[config.mk]
export PLATFORM = sky130hd
export DESIGN_NAME = btbWayArray
export DESIGN_NICKNAME = d
export VERILOG_FILES = /design/src/common/branchPkg.sv /design/src/common/btbPkg.sv /design/src/hw/btb/btbWayArray.sv
export VERILOG_INCLUDE_DIRS = /design/src /design/src/common
export SDC_FILE = /design/constraint.sdc
export NUM_CORES = 2
export LEC_CHECK = 0
export BUFFER_PORTS_ARGS = -buffer_cell sky130_fd_sc_hd__buf_2
export CORE_ASPECT_RATIO = 1.2
export CORE_MARGIN = 3
export CORE_UTILIZATION = 45
export CTS_BUF_LIST = sky130_fd_sc_hd__clkbuf_8
export DETAILED_ROUTE_END_ITERATION = 7
export GPL_ROUTABILITY_DRIVEN = 1
export PLACE_DENSITY = 0.62
export SETUP_SLACK_MARGIN = 0.1
export SYNTH_ARGS = -nofsm -noshare
export SYNTH_HDL_FRONTEND = slang
export SYNTH_SLANG_ARGS = --single-unit
[constraint.sdc]
create_clock -name clk -period 3.95 [get_ports clk]
set_clock_uncertainty 0.05 [all_clocks]
set_input_delay 0.395 -clock clk [delete_from_list [all_inputs] [get_ports clk]]
set_output_delay 0.395 -clock clk [all_outputs]
set_load 0.05 [all_outputs]
[src/common/btb_macros.svh]
/*
 * Geometry of the micro BTB and depth of the return address stack.
 * Included by the packages and by the storage modules that size arrays.
 */
`ifndef BTB_MACROS_SVH
`define BTB_MACROS_SVH

// ------------------------------------------------------------
// Address and fetch block
// ------------------------------------------------------------
`define BTB_XLEN      32    // Instruction address width
`define BTB_FETCH_HW  4     // Halfwords per 8-byte fetch block

// ------------------------------------------------------------
// Buffer and stack sizes
// ------------------------------------------------------------
`define BTB_WAYS      4     // Ways per set, the PLRU tree assumes 4
`define BTB_SETS      16

// Return stack entries, a power of two so the pointer wraps cleanly
`define RAS_DEPTH     8

`endif

[src/common/branchPkg.sv]
/*
 * Branch-level types shared by the predictor and its testbench.
 * Refer to them by scoped name, e.g. branchPkg::addrT.
 */
`include "btb_macros.svh"

package branchPkg;

    // Instruction or fetch block address
    typedef logic [`BTB_XLEN-1:0] addrT;

    // Branch kinds recorded in the buffer
    typedef enum logic [2:0] {
        NONE  = 3'd0,   // No branch, nothing stored
        COND  = 3'd1,   // Conditional branch
        JMP   = 3'd2,   // Direct jump
        IJMP  = 3'd3,   // Indirect jump
        CALL  = 3'd4,
        ICALL = 3'd5,   // Indirect call
        RET   = 3'd6    // Return, target comes from the stack
    } branchTypeT;

    // 2-bit saturating counter, high bit means predict taken
    typedef logic [1:0] counterT;

    // Halfword slot of the branch inside the fetch block
    typedef logic [$clog2(`BTB_FETCH_HW)-1:0] hwIndexT;

endpackage

[src/common/btbPkg.sv]
/*
 * Buffer-level types: way, set and tag fields, the stored entry and the
 * lookup, prediction and update structs. Also holds the address split.
 */
`include "btb_macros.svh"

package btbPkg;

    // ------------------------------------------------------------
    // Address split: | tag | set | byte offset in block |
    // ------------------------------------------------------------
    localparam int SET_LSB  = $clog2(`BTB_FETCH_HW) + 1;   // Halfwords to bytes
    localparam int SET_BITS = $clog2(`BTB_SETS);
    localparam int TAG_LSB  = SET_LSB + SET_BITS;
    localparam int WAY_BITS = $clog2(`BTB_WAYS);

    typedef logic [WAY_BITS-1:0]          wayT;
    typedef logic [SET_BITS-1:0]          setT;
    typedef logic [`BTB_XLEN-1:TAG_LSB]   tagT;

    typedef struct packed {
        tagT                   tag;
        branchPkg::branchTypeT brType;
        branchPkg::hwIndexT    index;
        branchPkg::addrT       target;   // Unused for RET
        branchPkg::counterT    counter;
    } btbEntryT;

    typedef struct packed {
        branchPkg::addrT fetchAddr;
    } lookupReqT;

    typedef struct packed {
        logic                  hit;
        wayT                   way;
        branchPkg::branchTypeT brType;
        branchPkg::hwIndexT    index;
        logic                  taken;
        branchPkg::addrT       target;
        branchPkg::counterT    counter;
        branchPkg::addrT       rasPeek;  // Top of stack, 0 when empty
    } predictionT;

    typedef struct packed {
        branchPkg::addrT       fetchAddr;
        branchPkg::hwIndexT    index;
        branchPkg::branchTypeT brType;
        logic                  taken;
        branchPkg::addrT       target;
        logic                  prevHit;      // Copied from the earlier prediction
        wayT                   prevWay;
        branchPkg::counterT    prevCounter;
    } updateT;

    function automatic setT setOf(branchPkg::addrT addr);
        return addr[TAG_LSB-1:SET_LSB];
    endfunction

    function automatic tagT tagOf(branchPkg::addrT addr);
        return addr[`BTB_XLEN-1:TAG_LSB];
    endfunction

endpackage

[src/hw/btb/btbWayArray.sv]
/*
 * Entry storage for all ways of the micro BTB. One inferred memory per way
 * with a 1-cycle read-first port, a resettable valid bit per entry and the
 * tag compare against the tag registered with the read.
 */
`include "btb_macros.svh"

module btbWayArray (
    input  logic                              clk,
    input  logic                              rst,
    input  btbPkg::setT                       readSet,
    input  btbPkg::tagT                       readTag,
    input  logic [`BTB_WAYS-1:0]              writeEn,
    input  btbPkg::setT                       writeSet,
    input  btbPkg::btbEntryT                  writeEntry,
    output logic [`BTB_WAYS-1:0]              hitWay,
    output btbPkg::btbEntryT [`BTB_WAYS-1:0]  readEntry
);

    btbPkg::tagT tagQ;  // Tag of the set being read, lines up with read data

    always_ff @(posedge clk) begin
        tagQ <= readTag;
    end

    // ------------------------------------------------------------
    // One memory, valid vector and compare per way
    // ------------------------------------------------------------
    for (genvar w = 0; w < `BTB_WAYS; w++) begin : gWay
        btbPkg::btbEntryT      mem [`BTB_SETS];
        btbPkg::btbEntryT      rdQ;
        logic [`BTB_SETS-1:0]  validBits;
        logic                  validQ;

        // Read-first, so a write to the set being read shows next cycle
        always_ff @(posedge clk) begin
            if (writeEn[w]) begin
                mem[writeSet] <= writeEntry;
            end
            rdQ <= mem[readSet];
        end

        // Valid bits live outside the memory so that reset can clear them
        always_ff @(posedge clk) begin
            if (rst) begin
                validBits <= '0;
                validQ    <= 1'b0;
            end else begin
                if (writeEn[w]) begin
                    validBits[writeSet] <= 1'b1;
                end
                validQ <= validBits[readSet];
            end
        end

        assign readEntry[w] = rdQ;
        assign hitWay[w]    = validQ && (rdQ.tag == tagQ);
    end

endmodule

==> out/metrics.yaml <==
yosysWarnings: 0
power_frac_comb_pct: 6.8
period_share_pct: 95.0
die_area_um2: 370000
startpoint: "readEntry[58]$_DFF_P_"
crit_fanout: 2
grt_max_degree: 95
fmax_mhz: 267
setup_viol: 0
setup-tns-final_ns: 0
p_total_mw: 97.4
path_clk_slew_ns: 0.07
crit_type: "flip-flop to primary output"
fp.dieW_um: 556
multi_input_area_um2: 31700
drt_iter0_drc: 10800
ys_ff_latch: 4445
rows: 241
cts_buffers: 675
period_needed_ns: 3.75
peakVddDrop_mv: 0.414
finalNetCount: 8624
drv_cap: 0
avgSynthCellArea_um2: 22.1
drcViolationCount: 0
layout_common_cells: "edfxtp_1, mux4_2, clkbuf_8"
finalInstanceArea_um2: 188000
cts.path.max_buffers: 4
status: "finished clean"
arrival_ns: 3.31
clkLatencyLatePin_ns: 1.23
p_int_mw: 73.6
io_pins: 363
fill_cells: 28000
die_y_um: 666
critPathRequiredTime_ns: 3.50
seqPwrFrac_pct: 55.0
powerDensity_nw_per_um2: 517
netlist_instances: 7374
rsz0062_at_grt: "true"
syn_area_um2: 163000
r2r_start: "gWay[3].mem[4][20]$_DFFE_PP_"
pwr-share-clk_pct: 38.2
cts_tree: "built"
end_kind: "primary output"
antenna_found_initial: 67
maxSlewHeadroom_pct: 6.88
worstMarginPinSlew_ns: 1.40
clkSinkCount: 4445
drt_wl_total_mm: 480
synth.distinct_cells: 30
wl_per_cell_um: 34.6
grt_pass1_wl_mm: 665
synth_fp_nets: 7477
layout.area.seq_um2: 130000
final_max_slew_viol_count: 0
area_growth_pct: 15.4
grt_usage_pct: 25.7
p_leak_nw: 62.6
placed_area_um2: 173000
fp.coreArea_um2: 360000
yosysSeqAreaShare_pct: 79.6
drive_gt1_share_pct: 29.0
initial_core_util_pct: 45.3
switching_share_pct: 24.5
gp_congestion: 0.873
gr-total-overflow: 0
hpwl_mm: 284
switchingPower_mw: 23.8
cts_htree_levels: 6
grt_pass1_vias: 84900
num_vias: 83200
min_path_type: "primary input to flip-flop"
io_buffers: 362
start_kind: "flip-flop"
finalHoldViolCount: 0
root_buffer: "clkbuf_8"
worstHoldStart: "writeEntry[8]"
dr.pass1.iters: 5
ant_nets: 0
final_common_cell: "edfxtp_1"
routed_via_density: 6.00
==> cell families (layout without fill, tap and decap cells) <==
logic type      Yosys count  count (layout)  synth area share (%)
simple gates            541             541                  1.50
flops                  4445            4445                  79.6
compound gates          689             689                  2.96
xor+xnor                100             100                 0.536
mux                    1205            1205                  14.2
buf+inv                 394            2118                  1.21
other cells               0              36                     0
==> critical path, stage by stage (launching register included) <==
cell,delay (ns)
dfxtp_1,0.66
xnor2_1,0.19
nand4_1,0.44
nor4_2,0.44
buf_4,0.20
buf_12,0.13
==> cell type report <==
cell class,count,area share [%]
Sequential cell,4445,69.0
Multi-Input combinational cell,2535,16.8
Clock buffer,754,5.51
Timing Repair Buffer,863,3.89
Tap cell,4738,3.15
Clock inverter,500,1.59
Antenna cell,36,0.0478
Inverter,1,0.00199
==> what timing repair did <==
action / in CTS / in global routing
buffers inserted: 0 / 0
setup endpoints to repair: 4 / 4
pin swaps: 0 / 1
hold endpoints to repair: 3075 / 0
gates resized for setup: 27 / 18
hold buffers: 137 / 0
==> final timing paths <==
kind,endpoint,cells past startpoint,slack [ns]
worst min-delay path,gWay[3].mem[2][8]$_DFFE_PP_,2,0.15
worst min register to register,gWay[0].validBits[7]$_SDFFE_PP0P_,2,0.42
worst max-delay path,hitWay[0],5,0.20
worst max register to register,readEntry[212]$_DFF_P_,4,1.96
==> synth_stat cells (all sizes together) <==
master	instances	area (µm²)
and2	68	425
nand2	245	920
xor2	64	561
a22oi	497	3730
edfxtp	4096	123000
nand4	8	50.1
o21ai	14	70.1
xnor2	36	315
a211oi	23	173
buf	236	1380
o211ai	5	37.5
nor4	21	131
mux4	891	20100
o22ai	39	244
nor3	6	30.0
a21oi	106	531
nor2	99	374
clkbuf	157	589
nand3	55	275
dfxtp	349	6990
nand2b	8	50.1
nor2b	31	194
mux2i	314	3140
inv	1	3.75
a221oi	5	43.8
==> metrics by stage <==
step | setup slack (ns) | hold slack, ns | utilization [%] | cells
after floorplan | 0.823 | 0.373 | - | 7374
after global placement | 0.707 | 0.392 | 48.1 | 12400
after detailed placement | 0.965 | 0.403 | 48.1 | 12400
after CTS | 0.0949 | 0.00431 | 52.2 | 13800
after global routing | 0.0618 | 0.0492 | 52.3 | 13800
final | 0.199 | 0.147 | 52.3 | 13900
==> per-layer routing <==
layer	routed length [µm]	vias up	GRT usage [%]
met5	93	-	0
met4	15000	16	8.06
met3	43400	712	5.16
met2	236000	4259	42.0
met1	186000	44900	34.8
li1	-	33300	-
==> power by group through the flow <==
stage               Clock (mW)  Sequential [mW]  Combinational [mW]
floorplan                    0             55.0                2.69
global placement             0             54.5                6.44
detailed placement           0             54.5                6.52
CTS                       37.8             53.5                6.66
global route              39.9             53.6                6.92
finish                    37.2             53.6                6.61
==> state kept, by name (all words and copies together) (netlist names) <==
register	flops
readEntry	256
gWay.mem	4096
gWay.validQ	4
tagQ	25
gWay.validBits	64
No activity file was read; power rests on OpenSTA's default activity.
