## src/common/btb_macros.svh

```systemverilog
/*
 * Geometry of the micro BTB and depth of the return address stack.
 * Included by the packages and by the storage modules that size arrays.
 */
`ifndef BTB_MACROS_SVH
`define BTB_MACROS_SVH

// ------------------------------------------------------------
// Address and fetch block
// ------------------------------------------------------------
`define BTB_XLEN      32    // Instruction address width
`define BTB_FETCH_HW  4     // Halfwords per 8-byte fetch block

// ------------------------------------------------------------
// Buffer and stack sizes
// ------------------------------------------------------------
`define BTB_WAYS      4     // Ways per set, the PLRU tree assumes 4
`define BTB_SETS      16

// Return stack entries, a power of two so the pointer wraps cleanly
`define RAS_DEPTH     8

`endif

```

## src/common/branchPkg.sv

```systemverilog
/*
 * Branch-level types shared by the predictor and its testbench.
 * Refer to them by scoped name, e.g. branchPkg::addrT.
 */
`include "btb_macros.svh"

package branchPkg;

    // Instruction or fetch block address
    typedef logic [`BTB_XLEN-1:0] addrT;

    // Branch kinds recorded in the buffer
    typedef enum logic [2:0] {
        NONE  = 3'd0,   // No branch, nothing stored
        COND  = 3'd1,   // Conditional branch
        JMP   = 3'd2,   // Direct jump
        IJMP  = 3'd3,   // Indirect jump
        CALL  = 3'd4,
        ICALL = 3'd5,   // Indirect call
        RET   = 3'd6    // Return, target comes from the stack
    } branchTypeT;

    // 2-bit saturating counter, high bit means predict taken
    typedef logic [1:0] counterT;

    // Halfword slot of the branch inside the fetch block
    typedef logic [$clog2(`BTB_FETCH_HW)-1:0] hwIndexT;

endpackage

```

## src/common/btbPkg.sv

```systemverilog
/*
 * Buffer-level types: way, set and tag fields, the stored entry and the
 * lookup, prediction and update structs. Also holds the address split.
 */
`include "btb_macros.svh"

package btbPkg;

    // ------------------------------------------------------------
    // Address split: | tag | set | byte offset in block |
    // ------------------------------------------------------------
    localparam int SET_LSB  = $clog2(`BTB_FETCH_HW) + 1;   // Halfwords to bytes
    localparam int SET_BITS = $clog2(`BTB_SETS);
    localparam int TAG_LSB  = SET_LSB + SET_BITS;
    localparam int WAY_BITS = $clog2(`BTB_WAYS);

    typedef logic [WAY_BITS-1:0]          wayT;
    typedef logic [SET_BITS-1:0]          setT;
    typedef logic [`BTB_XLEN-1:TAG_LSB]   tagT;

    typedef struct packed {
        tagT                   tag;
        branchPkg::branchTypeT brType;
        branchPkg::hwIndexT    index;
        branchPkg::addrT       target;   // Unused for RET
        branchPkg::counterT    counter;
    } btbEntryT;

    typedef struct packed {
        branchPkg::addrT fetchAddr;
    } lookupReqT;

    typedef struct packed {
        logic                  hit;
        wayT                   way;
        branchPkg::branchTypeT brType;
        branchPkg::hwIndexT    index;
        logic                  taken;
        branchPkg::addrT       target;
        branchPkg::counterT    counter;
        branchPkg::addrT       rasPeek;  // Top of stack, 0 when empty
    } predictionT;

    typedef struct packed {
        branchPkg::addrT       fetchAddr;
        branchPkg::hwIndexT    index;
        branchPkg::branchTypeT brType;
        logic                  taken;
        branchPkg::addrT       target;
        logic                  prevHit;      // Copied from the earlier prediction
        wayT                   prevWay;
        branchPkg::counterT    prevCounter;
    } updateT;

    function automatic setT setOf(branchPkg::addrT addr);
        return addr[TAG_LSB-1:SET_LSB];
    endfunction

    function automatic tagT tagOf(branchPkg::addrT addr);
        return addr[`BTB_XLEN-1:TAG_LSB];
    endfunction

endpackage

```

## src/hw/btb/btbUpdate.sv

```systemverilog
/*
 * Turns one resolved-branch update into a buffer write, a PLRU touch and
 * a return stack push or pop. Purely combinational, so everything it
 * drives takes effect at the edge where the update is presented.
 */
`include "btb_macros.svh"

module btbUpdate (
    input  logic                  updValid,
    input  btbPkg::updateT        upd,
    input  btbPkg::wayT           victimWay,
    input  logic                  rasEmpty,
    output logic [`BTB_WAYS-1:0]  writeEn,
    output btbPkg::setT           writeSet,
    output btbPkg::btbEntryT      writeEntry,
    output btbPkg::wayT           writeWay,
    output logic                  writeAccess,
    output logic                  rasPush,
    output branchPkg::addrT       rasPushAddr,
    output logic                  rasPop
);

    logic isCall;
    logic isRet;
    logic doWrite;

    // Plain saturating 2-bit step toward the resolved outcome
    function automatic branchPkg::counterT stepCounter(branchPkg::counterT cnt,
                                                        logic taken);
        if (taken) begin
            return (cnt == 2'b11) ? cnt : cnt + 1'b1;
        end
        return (cnt == 2'b00) ? cnt : cnt - 1'b1;
    endfunction

    assign isCall  = (upd.brType == branchPkg::CALL) || (upd.brType == branchPkg::ICALL);
    assign isRet   = (upd.brType == branchPkg::RET);
    assign doWrite = updValid && (upd.brType != branchPkg::NONE);

    // ------------------------------------------------------------
    // Buffer write
    // ------------------------------------------------------------
    assign writeWay    = upd.prevHit ? upd.prevWay : victimWay;   // Refresh in place on a hit
    assign writeSet    = btbPkg::setOf(upd.fetchAddr);
    assign writeAccess = doWrite;

    always_comb begin
        writeEn           = '0;
        writeEn[writeWay] = doWrite;
    end

    always_comb begin
        writeEntry        = '0;
        writeEntry.tag    = btbPkg::tagOf(upd.fetchAddr);
        writeEntry.brType = upd.brType;
        writeEntry.index  = upd.index;
        if (!isRet) begin
            writeEntry.target = upd.target;       // Returns take the stack top instead
        end
        if (upd.brType == branchPkg::COND) begin
            // A fresh entry starts from strongly not taken
            writeEntry.counter = stepCounter(upd.prevHit ? upd.prevCounter : 2'b00,
                                             upd.taken);
        end
    end

    // ------------------------------------------------------------
    // Return stack
    // ------------------------------------------------------------
    // Return address is the halfword after a 4-byte call
    assign rasPushAddr = upd.fetchAddr + branchPkg::addrT'({upd.index, 1'b0})
                       + branchPkg::addrT'(4);
    assign rasPush     = updValid && isCall;
    assign rasPop      = updValid && isRet && !rasEmpty;

endmodule

```

## config.mk

```make
export PLATFORM = sky130hd
export DESIGN_NAME = btbUpdate
export DESIGN_NICKNAME = d
export VERILOG_FILES = /design/src/common/branchPkg.sv /design/src/common/btbPkg.sv /design/src/hw/btb/btbUpdate.sv
export VERILOG_INCLUDE_DIRS = /design/src /design/src/common
export SDC_FILE = /design/constraint.sdc
export NUM_CORES = 1
export LEC_CHECK = 0
export BUFFER_PORTS_ARGS = -buffer_cell sky130_fd_sc_hd__buf_2
export CORE_ASPECT_RATIO = 0.6
export CORE_MARGIN = 4
export CORE_UTILIZATION = 34
export DETAILED_ROUTE_END_ITERATION = 8
export PLACE_DENSITY = 0.9
export SYNTH_ARGS = -nofsm -noshare
export SYNTH_HDL_FRONTEND = slang
export SYNTH_SLANG_ARGS = --single-unit
```

## constraint.sdc

```tcl
create_clock -name vclk -period 3.67
set_input_delay 0.367 -clock vclk [all_inputs]
set_output_delay 0.367 -clock vclk [all_outputs]
set_load 0.02 [all_outputs]
```

==> results of run 1 <==
cell type report:
type,instances,area [sq um],area share
inverters,9,33.8,0.0168
multi-input cells,139,990,0.492
well taps,47,58.8,0.0292
repair buffers,186,931,0.462
per-layer routing:
metal / share of wire / up-vias / global-route usage / routed length (um)
li1: - / 890 / - / -
met4: 0.021 / 0 / 0.0350 / 114
met1: 0.36 / 803 / 0.223 / 1930
met5: 0 / - / 0 / 0
met3: 0.11 / 8 / 0.0488 / 606
met2: 0.51 / 99 / 0.384 / 2780
power by group:
part / total, uW / switching, uW / leakage, uW / internal (uW)
Clock: 0 / 0 / 0 / 0
Combinational: 297 / 186 / 0.00115 / 111
Sequential: 0 / 0 / 0 / 0
Total: 297 / 186 / 0.00115 / 111
worst min-delay path by stage:
| stage | startpoint | endpoint | cells past startpoint |
|---|---|---|---|
| 6_report | upd[43] | rasPushAddr[0] | 0 |
| 5_1_grt | upd[43] | rasPushAddr[0] | 0 |
| 4_1_cts | upd[43] | rasPushAddr[0] | 0 |
| 3_5_place_dp | upd[43] | rasPushAddr[0] | 0 |
| 3_3_place_gp | upd[43] | rasPushAddr[0] | 0 |
| 2_1_floorplan | rasEmpty | rasPop | 1 |
layout by cell type, fill, tap and decap left out, types with 2 or more instances in the layout:
master / synthesis / layout
a21oi_1: 3 / 3
nand4_1: 11 / 11
xor2_1: 8 / 8
buf_2: 0 / 186
nor3_4: 3 / 3
nor4_1: 2 / 2
xnor2_1: 20 / 20
and2_1: 33 / 33
and3_1: 3 / 3
o21ai_0: 3 / 3
ha_1: 4 / 4
nand2_1: 10 / 10
nor2_1: 10 / 10
nand3_1: 11 / 11
inv_1: 9 / 9
synth_stat cells:
library cell / number / share of area
buf_4: 36 / 0.21
and2_1: 33 / 0.16
xnor2_1: 20 / 0.13
nand3_1: 11 / 0.042
nand4_1: 11 / 0.053
nand2_1: 10 / 0.029
nor2_1: 10 / 0.029
inv_1: 9 / 0.026
xor2_1: 8 / 0.054
ha_1: 4 / 0.038
a21oi_1: 3 / 0.012
and3_1: 3 / 0.014
clkbuf_1: 3 / 0.0086
nor3_4: 3 / 0.037
o21ai_0: 3 / 0.012
nor4_1: 2 / 0.0096
and3_2: 1 / 0.0058
and3b_1: 1 / 0.0067
and4_1: 1 / 0.0067
fa_1: 1 / 0.015
mux2_2: 1 / 0.0086
mux2i_1: 1 / 0.0077
nand2b_1: 1 / 0.0048
nand3_2: 1 / 0.0077
nand3b_1: 1 / 0.0058
nand4_2: 1 / 0.0096
nand4_4: 1 / 0.016
nor2_2: 1 / 0.0048
nor2b_1: 1 / 0.0048
nor3_1: 1 / 0.0038
nor3b_1: 1 / 0.0058
nor4_2: 1 / 0.0096
nor4b_1: 1 / 0.0067
o31a_1: 1 / 0.0067
kinds of logic (layout without fill, tap and decap cells):
| family | count (synthesis) | after routing | synth area share |
|---|---|---|---|
| mux | 2 | 2 | 0.0163 |
| xor+xnor | 28 | 28 | 0.188 |
| simple gates | 97 | 97 | 0.471 |
| buf+inv | 48 | 195 | 0.242 |
| fa+ha+maj | 5 | 5 | 0.0537 |
| compound gates | 7 | 7 | 0.0297 |
stage by stage:
step                hold WS (ns)  power (uW)
floorplan                  0.817         190
global placement           0.734         295
detailed placement         0.734         299
CTS                        0.734         300
global route               0.734         319
finish                     0.734         297
==> flow_metrics.py, run 1 <==
metrics = {
    "critical_path": {
        "crit_arrival_ns": 2.51,
        "worst-path-stages": 10,
        "path_delay_family": "simple AND/OR/NAND/NOR gates",
        "start_kind": "input port",
        "crit_chain": "buf_2, inv_1, ha_1, inv_1, ha_1, a21oi_1, nor2_1, nor4b_1, xnor2_1, buf_2",
        "path_class": "in -> out",
        "slowest_stage": "nor2_1",
        "crit_path_max_incr_delay_ns": 0.64,
        "critical_path_buf_inv_count": 4,
        "crit_path_end": "rasPushAddr[19]",
        "startpoint": "upd[42]",
        "crit_required_ns": 3.30,
        "cp_max_fo": 11,
        "crit_path_end_kind": "primary output",
    },
    "place": {
        "dp_hpwl_um": 4890,
        "pre_cts_slack_ns": 0.822,
        "place_congestion": 0.879,
        "place_area_sq_um": 2010,
        "placed_cells": 381,
        "portBuffers": 186,
    },
    "hold_path": {
        "min_path_type": "in -> out",
    },
    "synth": {
        "yosysSeqAreaShare": 0,
        "syn-cell-area_sq_um": 1310,
        "synth_cell_types": 34,
        "syn_nets": 271,
        "avgSynthCellArea_sq_um": 6.98,
        "postSynthCellCount": 187,
        "yosysWarnings": 0,
    },
    "global_route": {
        "antenna_found_initial": 0,
        "grt_pass1_vias": 1637,
        "overflow": 0,
        "grt_pass1_wl_um": 8180,
        "track_usage": 0.201,
        "grt_max_degree": 34,
    },
    "power": {
        "p_leak_uw": 0.00115,
        "vdd_drop_max_mv": 0.104,
        "powerDensity_nw_per_um2": 148,
    },
    "sta": {
        "worst_pin_slew_ns": 0.849,
        "fin_crit_sh": 0.784,
        "setup_viol": 0,
        "period_needed_ns": 2.88,
        "max_freq_mhz": 347,
        "slew_headroom": 0.432,
        "final_max_slew_viol_count": 0,
        "setup_tns_ns": 0,
        "finalHoldViolations": 0,
        "setup_ws_ns": 0.792,
        "grt_setup_unrepaired": "false",
    },
    "die": {
        "coreArea_sq_um": 3680,
        "io_pins": 188,
        "fp.dieH_um": 56.0,
        "start_util": 0.355,
        "rows": 17,
        "die_area_sq_um": 4930,
        "die_w_um": 88.0,
    },
    "routing": {
        "drc": 0,
        "antenna_left": 0,
        "totalWireLength_um": 5430,
        "drt_iter0_markers": 40,
        "viasPerCell": 4.72,
        "vias": 1800,
        "routedWlPerCell_um": 14.2,
        "first_pass_iters": 4,
    },
    "layout": {
        "finalNetCount": 420,
        "nFillCells": 387,
        "num_antenna_cells": 0,
        "synthToLayoutAreaGrowth_pct": 54.3,
        "post-route-util": 0.547,
        "seq_cells": 0,
        "seqCellArea_sq_um": 0,
        "nClkBuffers": 0,
        "stdcell_area_sq_um": 2010,
        "drive_above_1_share": 0.587,
        "instances_no_fill": 381,
    },
    "outcome": {
        "status": "finished, final reports clean",
    },
    "cts": {
        "cts_resized": 0,
        "cts_setup_buffers": 0,
        "hold_buffers": 0,
    },
    "run": {
        "drv_cap": 0,
    },
}
Note: power is estimated with default switching activity, not from simulation.
==> run 2, diff against run 1 <==
CORE_UTILIZATION = 29   (was 34)
PLACE_DENSITY = 0.81   (was 0.9)
clock period = 2.4 ns   (was 3.67 ns; I/O delays follow)
==> run 2 against run 1 <==
Against the previous run: count of clock-buffer cells in the layout stayed put; flip-flop and latch count stayed put; final area is 4.5% higher; final cell count is 4.7% higher; non-clock buffer count is 5 higher; utilization is 4.8 points lower; critical path depth is 1 higher; first-iteration DRC count is 2.5% higher; largest power group unchanged.
==> flow_metrics.py, run 2 (synthesis results as in run 1) <==
metrics = {
    "critical_path": {
        "crit_arrival_ns": 2.07,
        "crit_chain": "buf_2, inv_2, ha_4, inv_1, ha_2, fa_2, nand4_4, nor3_4, nand4_1, xnor2_1, buf_4",
        "crit_path_end_kind": "primary output",
        "crit_path_max_incr_delay_ns": 0.35,
        "cp_max_fo": 7,
        "path_class": "in -> out",
        "slowest_stage": "nor3_4",
        "startpoint": "upd[45]",
        "crit_required_ns": 2.16,
        "start_kind": "input port",
    },
    "layout": {
        "synthToLayoutAreaGrowth_pct": 61.2,
        "num_antenna_cells": 0,
        "nClkBuffers": 0,
        "seq_cells": 0,
        "drive_above_1_share": 0.611,
        "final_common_cell": "buf_2",
        "finalNetCount": 425,
        "post-route-util": 0.499,
        "layout_common_cells": "buf_2, and2_1, xnor2_1, nand4_1",
        "seqCellArea_sq_um": 0,
        "instances_no_fill": 399,
        "stdcell_area_sq_um": 2100,
    },
    "sta": {
        "setup_viol": 0,
        "max_freq_mhz": 433,
        "fin_hold_ws_ns": 0.480,
        "grt_setup_unrepaired": "false",
        "setup_tns_ns": 0,
        "slew_headroom": 0.730,
        "worst_pin_slew_ns": 0.399,
        "fin_crit_sh": 0.963,
        "final_max_slew_viol_count": 0,
        "finalHoldViolations": 0,
        "period_needed_ns": 2.31,
    },
    "hold_path": {
        "min_path_type": "in -> out",
        "worstHoldStart": "upd[43]",
    },
    "power": {
        "vdd_drop_max_mv": 0.131,
        "clock_power_share": 0,
        "intPower_uw": 178,
        "seqPwrFrac": 0,
        "power.switching_uw": 289,
        "pwr-share-comb": 1.000,
        "p_leak_uw": 0.00116,
        "swShare": 0.618,
        "powerDensity_nw_per_um2": 222,
    },
    "routing": {
        "antenna_left": 0,
        "first_pass_iters": 4,
        "totalWireLength_um": 5390,
        "drt_iter0_markers": 41,
        "drc": 0,
        "viasPerCell": 4.58,
        "routedWlPerCell_um": 13.5,
        "vias": 1829,
    },
    "die": {
        "die_w_um": 94.6,
        "die_area_sq_um": 5670,
        "fp.dieH_um": 60.0,
        "start_util": 0.310,
        "coreArea_sq_um": 4210,
        "io_pins": 188,
        "rows": 18,
    },
    "place": {
        "placed_cells": 398,
        "portBuffers": 186,
        "dp_hpwl_um": 4890,
        "place_congestion": 0.862,
        "place_area_sq_um": 2060,
    },
    "outcome": {
        "status": "finished, final reports clean",
    },
    "global_route": {
        "antenna_found_initial": 0,
        "grt_max_degree": 24,
        "overflow": 0,
        "grt_pass1_wl_um": 7320,
        "track_usage": 0.162,
        "grt_pass1_vias": 1611,
    },
    "run": {
        "drv_cap": 0,
    },
}
[run 2: cell count changes in the layout (fill, tap and decap cells not counted), moves of 2 or more]
cell   before  now
buf_2     186  184
buf_4       0    7
ha_1        4    2
inv_1       9    7
inv_2       0    2
[run 2: per-layer routing]
layer  track usage  vias up  wire length [um]
li1              -      897                 -
met1         0.181      807              1890
met2         0.317      113              2760
met3        0.0176       12               542
met4        0.0616        0               202
met5             0        -                 0
[run 2: area by class of cell]
type / instances / area (sq um)
timing repair buffer: 191 / 973
multi-input combinational: 139 / 1020
tap: 60 / 75.1
fill: 441 / 2110
inverter: 9 / 33.8
[run 2: path summary, 6_finish.rpt]
kind,endpoint,slack [ns],cells after the start
hold / removal,rasPushAddr[0],0.48,0
setup / recovery,rasPushAddr[22],0.09,11
[run 2: power groups by stage]
stage                     Sequential (uW)  Clock [uW]  Combinational (uW)
after floorplan                         0           0                 291
after global placement                  0           0                 457
after detailed placement                0           0                 463
after CTS                               0           0                 464
after global routing                    0           0                 503
final                                   0           0                 467
[run 2: stage by stage]
stage / setup slack [ns] / total power (uW)
after floorplan: 0.172 / 291
after global placement: 0.0896 / 457
after detailed placement: 0.00557 / 463
after CTS: 0.0150 / 464
after global routing: 0.0227 / 503
final: 0.0888 / 467
[run 2: critical path, delay by kind of cell]
family        cells  cell delay (ns)
fa+ha+maj         3             0.64
simple gates      3             0.62
xor+xnor          1             0.20
buf+inv           4             0.37
[run 2: repair_timing]
action	in CTS	in global routing
endpoints found under the hold margin	0	0
buffers inserted	0	1
gates resized for setup	0	9
endpoints found under the setup margin	0	8
hold buffers	0	0
