===== config.mk =====
export PLATFORM = sky130hd
export DESIGN_NAME = returnStack
export DESIGN_NICKNAME = d
export VERILOG_FILES = /design/src/common/branchPkg.sv /design/src/hw/ras/returnStack.sv
export VERILOG_INCLUDE_DIRS = /design/src /design/src/common
export SDC_FILE = /design/constraint.sdc
export NUM_CORES = 1
export LEC_CHECK = 0
export ABC_AREA = 1
export BUFFER_PORTS_ARGS = -buffer_cell sky130_fd_sc_hd__buf_2
export CAP_MARGIN = 5
export CORE_ASPECT_RATIO = 2
export CORE_UTILIZATION = 35
export DETAILED_ROUTE_END_ITERATION = 6
export PLACE_DENSITY = 0.55
export SYNTH_ARGS = -nofsm -noshare
export SYNTH_HDL_FRONTEND = slang
export SYNTH_SLANG_ARGS = --single-unit

===== constraint.sdc =====
create_clock -name clk -period 3.4 [get_ports clk]
set_input_delay 0.34 -clock clk [delete_from_list [all_inputs] [get_ports clk]]
set_output_delay 0.34 -clock clk [all_outputs]
set_load 0.05 [all_outputs]

===== src/common/btb_macros.svh =====
/*
 * Geometry of the micro BTB and depth of the return address stack.
 * Included by the packages and by the storage modules that size arrays.
 */
`ifndef BTB_MACROS_SVH
`define BTB_MACROS_SVH

// ------------------------------------------------------------
// Address and fetch block
// ------------------------------------------------------------
`define BTB_XLEN      32    // Instruction address width
`define BTB_FETCH_HW  4     // Halfwords per 8-byte fetch block

// ------------------------------------------------------------
// Buffer and stack sizes
// ------------------------------------------------------------
`define BTB_WAYS      4     // Ways per set, the PLRU tree assumes 4
`define BTB_SETS      16

// Return stack entries, a power of two so the pointer wraps cleanly
`define RAS_DEPTH     8

`endif


===== src/common/branchPkg.sv =====
/*
 * Branch-level types shared by the predictor and its testbench.
 * Refer to them by scoped name, e.g. branchPkg::addrT.
 */
`include "btb_macros.svh"

package branchPkg;

    // Instruction or fetch block address
    typedef logic [`BTB_XLEN-1:0] addrT;

    // Branch kinds recorded in the buffer
    typedef enum logic [2:0] {
        NONE  = 3'd0,   // No branch, nothing stored
        COND  = 3'd1,   // Conditional branch
        JMP   = 3'd2,   // Direct jump
        IJMP  = 3'd3,   // Indirect jump
        CALL  = 3'd4,
        ICALL = 3'd5,   // Indirect call
        RET   = 3'd6    // Return, target comes from the stack
    } branchTypeT;

    // 2-bit saturating counter, high bit means predict taken
    typedef logic [1:0] counterT;

    // Halfword slot of the branch inside the fetch block
    typedef logic [$clog2(`BTB_FETCH_HW)-1:0] hwIndexT;

endpackage


===== src/hw/ras/returnStack.sv =====
/*
 * Circular return address stack. Push and pop act at the clock edge and
 * peek/empty reflect the new state in the following cycle. A push on a
 * full stack overwrites the oldest entry.
 */
`include "btb_macros.svh"

module returnStack (
    input  logic             clk,
    input  logic             rst,
    input  logic             push,
    input  branchPkg::addrT  pushAddr,
    input  logic             pop,
    output branchPkg::addrT  peek,
    output logic             empty
);

    localparam int PTR_W = $clog2(`RAS_DEPTH);
    localparam int CNT_W = $clog2(`RAS_DEPTH + 1);

    branchPkg::addrT   mem [`RAS_DEPTH];
    logic [PTR_W-1:0]  topPtr;     // Slot of the most recent push
    logic [PTR_W-1:0]  pushPtr;
    logic [CNT_W-1:0]  count;      // Live entries, saturates at depth

    assign pushPtr = topPtr + 1'b1;

    // ------------------------------------------------------------
    // Pointer and occupancy
    // ------------------------------------------------------------
    always_ff @(posedge clk) begin
        if (rst) begin
            topPtr <= '0;
            count  <= '0;
        end else if (push) begin
            topPtr <= pushPtr;
            if (count != CNT_W'(`RAS_DEPTH)) begin
                count <= count + 1'b1;
            end
        end else if (pop) begin
            // Callers only pop a non-empty stack
            topPtr <= topPtr - 1'b1;
            count  <= count - 1'b1;
        end
    end

    always_ff @(posedge clk) begin
        if (push) begin
            mem[pushPtr] <= pushAddr;   // Wraps over the oldest when full
        end
    end

    assign peek  = mem[topPtr];
    assign empty = (count == '0);

endmodule


==> results of run 1 <==
-- state kept, by name, summed over array words and instances (netlist names), named ones only --
| register | cells |
|---|---|
| count | 4 |
| mem | 256 |
| topPtr | 3 |
-- worst max-delay path: stages, from the launching register on --
cell     delay [ns]
dfxtp_4        0.61
buf_4          0.63
nor2_1         0.14
nor2_1         0.13
o21ai_0        0.10
nand2_1        0.09
nand2_1        0.06
nand2_1        0.09
buf_2          0.26
-- placed cells by master, fill, tap and decap left out, types with 2 or more instances in the layout --
cell and n:
a21oi_1 5, buf_12 7, buf_2 68, buf_4 11
clkbuf_1 3, clkbuf_16 23, clkinv_1 5, clkinv_2 5
dfxtp_1 8, edfxtp_1 256, ha_1 4, inv_1 17
nand2_1 151, nand3_1 4, nor2_1 234, nor2_4 8
o21ai_0 135, o21ai_1 29, or2_2 2, xor2_1 2
-- final cells by class --
| type | instances | area share |
|---|---|---|
| clock inverters | 13 | 0.007396 |
| repair buffers | 87 | 0.04705 |
| multi-input cells | 576 | 0.2059 |
| inverters | 18 | 0.005752 |
| flip-flops and latches | 266 | 0.6480 |
| clock buffers | 26 | 0.04818 |
| well taps | 368 | 0.03780 |
-- final timing paths --
kind                                end  cells past startpoint                   start  slack (ns)
hold reg to reg   count[2]$_SDFFE_PP0P_                      2   count[2]$_SDFFE_PP0P_        0.51
setup / recovery               peek[18]                      8               flip-flop        0.41
hold / removal     mem[6][31]$_DFFE_PP_                      1            pushAddr[31]        0.11
setup reg to reg    mem[0][4]$_DFFE_PP_                      6  topPtr[0]$_SDFFE_PP0N_        1.13
-- what timing repair did --
| item | in CTS | in global routing |
|---|---|---|
| gates resized for setup | 0 | 1 |
| setup buffers | 0 | 0 |
| hold buffers | 1 | 0 |
| endpoints found under the setup margin | 0 | 1 |
| hold endpoints to repair | 1 | 0 |
-- stage by stage --
stage	hold WS, ns	instances	total power [W]
2_1_floorplan	0.4091	909	0.004794
3_3_place_gp	0.5035	1314	0.005175
3_5_place_dp	0.5038	1314	0.005194
4_1_cts	0.09109	1354	0.007611
5_1_grt	0.1010	1354	0.007844
6_report	0.1065	1354	0.007534
-- logic make-up (layout without fill, tap and decap cells) --
| group | count (synthesis) | in the layout | share of synthesized area |
|---|---|---|---|
| AOI/OAI and AO/OA | 169 | 169 | 0.07906 |
| xor gates and xnor gates | 2 | 2 | 0.001638 |
| and+or+nand+nor | 400 | 400 | 0.1415 |
| adders and majority gates | 5 | 5 | 0.006550 |
| buffers and inverters | 67 | 144 | 0.03392 |
| DFF | 266 | 266 | 0.7373 |
-- where the power goes --
group          switching [W]  internal [W]  total [W]
Combinational       0.000949      0.000316    0.00126
Sequential         0.0000703       0.00376    0.00383
Clock                0.00112       0.00132    0.00244
-- per-layer routing --
layer,up-vias,share of wire,wire (microns)
li1,3243,-,-
met1,3313,0.40,9485
met2,135,0.54,12890
met3,34,0.041,978
met4,4,0.019,448
met5,-,0.0012,28
==> summary.md, run 1 <==
| Metric | Value |
|---|---|
| Unrepaired setup endpoints after global routing | `false` |
| Layout cells sized above 1 | `0.1318` |
| Final setup fails | `0` |
| Rows | `90` |
| Tightest Pin Transition | `0.6870 ns` |
| Sequential Area | `7893 sq um` |
| Met1 Track Usage GR | `0.1744` |
| Starting Density | `0.3558` |
| Die W | `125.6 microns` |
| Setup TNS | `0 ns` |
| Remaining global-route overflow | `0` |
| IO Pins | `69` |
| FFs w/ async S/R, synth | `0` |
| H-Tree Level Count | `1` |
| Fillers | `2791` |
| PortBufs | `68` |
| EDFF count, synth | `256` |
| Met2 Usage GRT | `0.2937` |
| Most frequent cell after synthesis | `edfxtp_1` |
| Critical path class | `flip-flop to primary output` |
| Status | `complete, but fails checks` |
| Crit Path Max Fanout | `60` |
| Routability congestion estimate | `0.7097` |
| Hold Path Class | `input port to flip-flop` |
| Vias | `6729` |
| P_leak | `4.386 nW` |
| Clk Latency, worst-skew pair | `0.51 ns` |
| Fin crit period | `2.991 ns` |
| Max frequency | `334.3 MHz` |
| Final Hold Vio Count | `0` |
| Synth Net Count | `950` |
| Seq cells post-synth | `266` |
| Violated checks | `design-rule violations` |
| Most Used Layer, Global Route | `met2` |
| Relative slew margins | `0.5409` |
| Remaining routing DRC violations | `4` |
| Worst Skew | `0.009995 ns` |
| Worst EP arrival | `2.65 ns` |
| Wire per inst | `17.60 microns` |
| Die H | `249.2 microns` |
| Global-route wire length before repair | `37.43 mm` |
| Post-DRT Antenna Nets | `0` |
| Max clock buf depth | `3` |
| Top cells by area, synth | `edfxtp_1 72%, nor2_1 8.5%, o21ai_0 6.3%` |
| Area fraction of the dominant cell type after synthesis | `0.7186` |
| CTS tree | `built` |
| Avg Vias per Cell | `4.970` |
| Peak supply drop | `293.9 uV` |
| Number of global-route vias before repair | `6784` |
| CP required | `3.06 ns` |
| Nets@finish | `1013` |
| Post-synth top cells | `256 x edfxtp_1, 242 x nor2_1, 151 x nand2_1` |
| Clock Pin Slew Worst Setup and Hold Paths | `0.07 ns` |
| Mapped Cells | `909` |
| Core ar. | `30070 sq um` |
| Placed Instance Area | `11490 sq um` |
| Crit share post-route | `0.8797` |
| Syn Area/Cell | `11.77 sq um` |
| Clk sinks | `266` |
| Sequential fraction of the synthesis area | `0.7373` |
| Max-Cap Viols | `0` |
| Drt pass-1 iters | `6` |
| Post-synth top area cell | `edfxtp_1` |
| Yosys warns | `0` |
| Post-place setup slack | `0.7703 ns` |
| Finished Core Util | `0.4051` |
| Tot GR Track Use | `0.1554` |
| Setup WS post-layout | `0.4090 ns` |
| Element type at the critical path start | `flip-flop` |
| Fin area | `12180 sq um` |
| Antenna violations before repair | `2` |
| Final WL | `23.83 mm` |
| M3 GR Usage | `0.02448` |
| TritonCTS Buffers | `23` |
| Largest net degree at the start of global routing | `69` |
| Multi-input gate area | `2507 sq um` |
| Netlist cell types | `22` |
| Crit. End Element | `primary output` |
| Post-DP HPWL | `13.71 mm` |
| Synth Cell Area | `10700 sq um` |
| Iter 0 DRT Violations | `520` |
| P&R area growth vs syn | `13.86%` |
| Fin. max-slew vios | `0` |
| Power density cells | `618.5 nW/um^2` |
| Prevailing post-synth register cell | `edfxtp_1` |
| DIE AREA | `31310 sq um` |
| # diodes | `0` |
| Root buffer cell | `clkbuf_16` |
No activity file was read; power rests on OpenSTA's default activity.
==> inputs of run 2 (changes only) <==
- CORE_MARGIN: not set -> 2
==> summary.md, run 2 (synthesized netlist as in run 1, its figures left out) <==
| Metric | Value |
|---|---|
| Status | `complete, no violations` |
| Regs by FF count | `mem: 256 flops, count: 4 flops, topPtr: 3 flops` |
| Delay-heaviest family, CP | `buffers and inverters` |
| P&R area growth vs syn | `13.63%` |
| Avg Vias per Cell | `4.912 (-1.2%)` |
| Tightest Pin Transition | `0.9098 ns (+0.2227 ns)` |
| Vias | `6680 (-0.73%)` |
| Most flops, register | `mem` |
| Antenna violations before repair | `5 (+3)` |
| Critical path cell sequence | `buf_4, nor2_1, nor2_1, o21ai_0, o21ai_1, nand2_1, nand2_1, buf_2` |
| Crit. End Element | `primary output` |
| Rows | `90 (unchanged)` |
| Element type at the critical path start | `flip-flop` |
| P_leak | `4.394 nW (+0.16%)` |
| Starting Density | `0.3545 (-0.001328)` |
| Die W | `127.6 microns (+1.6%)` |
| Final WL | `23.70 mm (-0.52%)` |
| TritonCTS Buffers | `23 (unchanged)` |
| Worst Skew | `0.01481 ns (+0.004810 ns)` |
| Power density cells | `625.2 nW/um^2 (+1.1%)` |
| Clock Pin Slew Worst Setup and Hold Paths | `0.06 ns (about the same)` |
| Switching Power | `0.002132 W (-0.33%)` |
| Worst EP arrival | `2.53 ns (-0.12 ns)` |
| Max frequency | `348.5 MHz (+4.2%)` |
| CP required | `3.06 ns (about the same)` |
| Max-Cap Viols | `0 (unchanged)` |
| Number of flip-flops in the largest register | `256 (unchanged)` |
| Peak supply drop | `358.4 uV (+22%)` |
| Nets@finish | `1015 (+0.20%)` |
| Die H | `251.2 microns (+0.80%)` |
| Worst Hold Launch | `pushAddr[29]` |
| IO Pins | `69 (unchanged)` |
| PortBufs | `68 (unchanged)` |
| Clk Latency, worst-skew pair | `0.52 ns (about the same)` |
| Sw Ratio | `0.2806 (-0.003364)` |
| Sequential share of power | `0.502 (-0.007)` |
| Post-DRT Antenna Nets | `0 (unchanged)` |
| Logic pwr share | `0.167 (about the same)` |
| Unrepaired setup endpoints after global routing | `false` |
| H-Tree Level Count | `1 (unchanged)` |
| Global-route wire length before repair | `36.59 mm (-2.2%)` |
| Final setup fails | `0 (unchanged)` |
| Post-place setup slack | `1.031 ns (+0.2604 ns)` |
| Root buffer cell | `clkbuf_16` |
| Crit Path Max Fanout | `56 (-6.7%)` |
| Routability congestion estimate | `0.7307 (+3.0%)` |
| DIE AREA | `32060 sq um (+2.4%)` |
| Fin crit period | `2.869 ns (-0.1219 ns)` |
| Most frequent cells in the layout | `256 x edfxtp_1, 234 x nor2_1, 151 x nand2_1, 135 x o21ai_0, 68 x buf_2` |
| Fin. max-slew vios | `0 (unchanged)` |
| Setup TNS | `0 ns (unchanged)` |
| Drt pass-1 iters | `4 (-2)` |
| Clock network power share | `0.331 (+0.008)` |
| Relative slew margins | `0.3928 (-0.1481)` |
| Largest net degree at the start of global routing | `97 (+41%)` |
| Worst path bufs/invs | `2 (unchanged)` |
| Setup WS post-layout | `0.5309 ns (+0.1219 ns)` |
| Remaining global-route overflow | `0 (unchanged)` |
| Reg2reg start | `topPtr[0]$_SDFFE_PP0N_` |
| Crit share post-route | `0.8439 (-0.03585)` |
| Slowest cell on the critical path | `buf_4` |
| Critical path class | `flip-flop to primary output` |
| CTS tree | `built` |
| Core ar. | `30180 sq um (+0.37%)` |
| Commonest non-fill, non-tap cell in the layout | `edfxtp_1` |
| Clk sinks | `266 (unchanged)` |
| Final Hold Vio Count | `0 (unchanged)` |
| Largest stage delay, worst path | `0.55 ns (-0.08 ns)` |
| Hold Path Class | `input port to flip-flop` |
| Iter 0 DRT Violations | `411 (-21%)` |
| Tot GR Track Use | `0.1483 (-0.007170)` |
| Postcts setup bufs | `0 (unchanged)` |
| Worst hold margin | `0.09400 ns (-0.01247 ns)` |
| Number of global-route vias before repair | `6696 (-1.3%)` |
| Max clock buf depth | `3 (unchanged)` |
| Layout cells sized above 1 | `0.1354 (+0.003508)` |
| Post-DP HPWL | `13.17 mm (-4.0%)` |
| Cell Int Power | `0.005467 W (+1.3%)` |
| Remaining routing DRC violations | `0 (-4)` |
| Wire per inst | `17.43 microns (-0.96%)` |
-- run 2: power by group through the flow --
stage,Sequential [W],Combinational [W],Clock (W)
CTS,0.00381,0.00130,0.00256
global route,0.00383,0.00141,0.00268
global placement,0.00388,0.00128,0
detailed placement,0.00389,0.00129,0
floorplan,0.00387,0.000922,0
finish,0.00381,0.00127,0.00251
-- run 2: what timing repair did --
| action | 4_1_cts | 5_1_grt |
|---|---|---|
| hold endpoints to repair | 1 | 0 |
| setup endpoints to repair | 0 | 0 |
| hold buffers | 1 | 0 |
| gates resized for setup | 0 | 0 |
-- run 2: worst reg2reg max path, stage by stage, from the launching register on --
cell     delay [ns]
dfxtp_1        0.41
ha_1           0.20
or2_2          0.11
nand2_1        0.10
inv_1          0.09
nand2_1        0.12
nor2_4         0.58
buf_4          0.34
-- run 2: cell type report --
type                    instances  area, sq um
multi-input cells             576         2507
inverters                      18        68.82
flip-flops and latches        266         7893
clock inverters                13        113.9
well taps                     368        460.4
diodes                          2        5.005
fillers                      2852        18020
clock buffers                  28        594.3
repair buffers                 89        513.0
-- run 2: final timing paths --
kind | to | slack [ns] | depth (start not counted)
setup / recovery | peek[2] | 0.53 | 8
hold / removal | mem[2][29]$_DFFE_PP_ | 0.09 | 1
setup reg to reg | mem[2][14]$_DFFE_PP_ | 1.16 | 7
hold reg to reg | count[2]$_SDFFE_PP0P_ | 0.51 | 2
-- run 2: through the flow --
| stage | power, W | utilization | instances | area (sq um) |
|---|---|---|---|---|
| final | 0.007599 | 0.4028 | 1360 | 12160 |
| after global routing | 0.007915 | 0.4028 | 1360 | 12160 |
| after CTS | 0.007670 | 0.4026 | 1358 | 12150 |
| after detailed placement | 0.005180 | 0.3788 | 1316 | 11430 |
| after global placement | 0.005165 | 0.3788 | 1316 | 11430 |
| after floorplan | 0.004794 | - | 909 | 10700 |
-- run 2: layer usage --
layer | routed length (microns) | global-route usage | up-vias
met4 | 501 | 0.04804 | 6
li1 | - | - | 3251
met2 | 12450 | 0.2727 | 120
met1 | 9621 | 0.1718 | 3265
met5 | 38 | 0 | -
met3 | 1094 | 0.02724 | 38
==> inputs of run 3 (changes only) <==
- ABC_AREA: 1 -> 0
- PLACE_DENSITY: 0.55 -> 0.57
- clock period: 3.4 -> 2.4 ns (I/O delays scaled with it)
==> summary.md, run 3 <==
| Metric | Value |
|---|---|
| Most frequent cell after synthesis | `edfxtp_1` |
| H-Tree Level Count | `1 (unchanged)` |
| Unrepaired setup endpoints after global routing | `true` |
| Final setup fails | `23 (+23)` |
| Die H | `246.5 microns (-1.9%)` |
| Wire per inst | `23.23 microns (+33%)` |
| Post-DP HPWL | `12.57 mm (-4.5%)` |
| CP required | `2.16 ns (-0.90 ns)` |
| Critical path class | `flip-flop to primary output` |
| IO Pins | `69 (unchanged)` |
| Post-synth top cells | `256 x edfxtp_1, 40 x mux4_1, 32 x mux2_2` |
| Rows | `88 (-2.2%)` |
| Netlist cell types | `24 (+9.1%)` |
| Drt pass-1 iters | `4 (unchanged)` |
| Setup WS post-layout | `-0.04714 ns (-0.5780 ns)` |
| Final WL | `21.89 mm (-7.7%)` |
| Nets@finish | `607 (-40%)` |
| Antenna violations before repair | `0 (-5)` |
| Final Hold Vio Count | `0 (unchanged)` |
| Crit share post-route | `1.020` |
| PortBufs | `68 (unchanged)` |
| Fin crit period | `2.447 ns` |
| Power density cells | `885.1 nW/um^2 (+42%)` |
| Yosys warns | `0 (unchanged)` |
| Mapped Cells | `433 (-52%)` |
| Iter 0 DRT Violations | `283 (-31%)` |
| Regs by FF count | `mem: 256 flops, count: 4 flops, topPtr: 3 flops` |
| Remaining routing DRC violations | `0 (unchanged)` |
| Starting Density | `0.3567 (+0.002263)` |
| Element type at the critical path start | `flip-flop` |
| Layout cells sized above 1 | `0.4227 (+0.2873)` |
| Commonest non-fill, non-tap cell in the layout | `edfxtp_1` |
| P&R area growth vs syn | `25.16%` |
| Clock Pin Slew Worst Setup and Hold Paths | `0.07 ns (about the same)` |
| TritonCTS Buffers | `22 (-4.3%)` |
| Core ar. | `28850 sq um (-4.4%)` |
| Seq cells post-synth | `266 (unchanged)` |
| Routability congestion estimate | `0.7294 (-0.18%)` |
| Largest net degree at the start of global routing | `35 (-64%)` |
| Worst EP arrival | `2.21 ns (-0.32 ns)` |
| DIE AREA | `30870 sq um (-3.7%)` |
| Most flops, register | `mem` |
| Met3 wire length | `606 microns (-45%)` |
| Fillers | `2502 (-12%)` |
| Tightest Pin Transition | `0.5494 ns (-0.3604 ns)` |
| Sequential fraction of the synthesis area | `0.7664 (+0.02913)` |
| Post-place setup slack | `0.3089 ns (-0.7218 ns)` |
| Crit. End Element | `primary output` |
| Vias | `4723 (-29%)` |
| DR top layer | `met4` |
| Root buffer cell | `clkbuf_16` |
| CTS tree | `built` |
| Violated checks | `negative setup slack` |
| Clk Latency, worst-skew pair | `0.51 ns (about the same)` |
| Number of global-route vias before repair | `5300 (-21%)` |
| Max frequency | `408.6 MHz` |
| Syn Area/Cell | `23.77 sq um (+100%)` |
| Routed met1 length | `8.132 mm (-15%)` |
| Status | `complete, but fails checks` |
| Global-route wire length before repair | `32.82 mm (-10%)` |
| Cell total after placement | `864 (-34%)` |
| Tot GR Track Use | `0.1422 (-0.006082)` |
| Most frequent cells in the layout | `256 x edfxtp_1, 58 x mux4_2, 36 x buf_2, 29 x clkbuf_16, 24 x dlygate4sd3_1` |
| Hold Path Class | `input port to flip-flop` |
| Met2 wire len | `12.86 mm (+3.3%)` |
| # diodes | `0 (-2)` |
| Clk sinks | `266 (unchanged)` |
| EDFF count, synth | `256 (unchanged)` |
| Prevailing post-synth register cell | `edfxtp_1` |
| Die W | `125.3 microns (-1.9%)` |
| Relative slew margins | `0.6311 (+0.2383)` |
| Number of flip-flops in the largest register | `256 (unchanged)` |
| Max-Cap Viols | `0 (unchanged)` |
| Non-Filler Instances | `942 (-31%)` |
| FFs w/ async S/R, synth | `0 (unchanged)` |
| Fin. max-slew vios | `0 (unchanged)` |
| Post-DRT Antenna Nets | `0 (unchanged)` |
| Post-synth top area cell | `edfxtp_1` |
| Area fraction of the dominant cell type after synthesis | `0.7470 (+0.02839)` |
| P_leak | `4.280 nW (-2.6%)` |
| Worst Skew | `0.01227 ns (-0.002537 ns)` |
| Avg Vias per Cell | `5.014 (+2.1%)` |
| Top cells by area, synth | `edfxtp_1 75%, mux4_1 10%, mux4_2 5.3%` |
| Synth Cell Area | `10290 sq um (-3.8%)` |
| Max clock buf depth | `3 (unchanged)` |
| Synth Net Count | `474 (-50%)` |
| Remaining global-route overflow | `0 (unchanged)` |
| Peak supply drop | `421.7 uV (+18%)` |
| Crit Path Max Fanout | `5 (-91%)` |
[run 3: final cells by class]
cell class,count,area [sq um],share of cell area
clock inverters,13,140.1,0.01088
clock buffers,27,664.4,0.05158
well taps,360,450.4,0.03497
inverters,3,11.26,0.0008743
flip-flops and latches,266,7896,0.6131
multi-input cells,144,2290,0.1778
repair buffers,129,1428,0.1108
[run 3: metal layers]
| layer | GRT usage | up-vias |
|---|---|---|
| li1 | - | 2075 |
| met1 | 0.1550 | 2548 |
| met2 | 0.2840 | 85 |
| met3 | 0.01650 | 15 |
| met4 | 0.04118 | 0 |
| met5 | 0 | - |
[run 3: worst paths after layout]
check	startpoint	end	slack, ns	cells past startpoint
worst max-delay path	flip-flop	peek[15]	-0.05	5
worst min-delay path	pushAddr[14]	mem[2][14]$_DFFE_PP_	0.02	1
worst max register to register	topPtr[0]$_SDFFE_PP0N_	mem[2][30]$_DFFE_PP_	0.30	5
worst min register to register	count[1]$_SDFFE_PP0P_	count[1]$_SDFFE_PP0P_	0.56	2
[run 3: critical path, cell delays in order (launching register included)]
cell	delay, ns
dfxtp_4	0.39
buf_8	0.16
buf_16	0.14
mux4_2	0.55
mux2_2	0.29
buf_6	0.15
[run 3: repair_timing]
item                                   in CTS  in global routing
setup buffers                               6                  0
gates resized for setup                   116                 30
setup endpoints to repair                  32                 32
endpoints found under the hold margin     185                  0
hold buffers                               24                  0
gates cloned                                7                  3
[run 3: cells by family after synthesis]
| family | count (synthesis) | synth area share |
|---|---|---|
| adders and majority gates | 5 | 0.006809 |
| xor gates and xnor gates | 8 | 0.006809 |
| buffers and inverters | 23 | 0.01435 |
| DFF | 266 | 0.7664 |
| AOI/OAI and AO/OA | 9 | 0.005471 |
| and+or+nand+nor | 26 | 0.01046 |
| muxes | 96 | 0.1897 |
[run 3: report_power, final]
part	switching (W)	internal, W
combinational	0.00116	0.000950
sequential	0.000107	0.00535
clock	0.00162	0.00221
[run 3: per-stage QoR]
| step | hold slack (ns) | setup TNS, ns | util | total power (W) | area (sq um) |
|---|---|---|---|---|---|
| final | 0.01604 | -0.4393 | 0.4465 | 0.01140 | 12880 |
| after global routing | 0.01049 | -2.334 | 0.4465 | 0.01180 | 12880 |
| after CTS | 0.002183 | -1.834 | 0.4453 | 0.01147 | 12840 |
| after detailed placement | 0.5122 | 0 | 0.3917 | 0.007199 | 11300 |
| after global placement | 0.4980 | 0 | 0.3917 | 0.007148 | 11300 |
| after floorplan | 0.3091 | -90.74 | - | 0.006679 | 10310 |
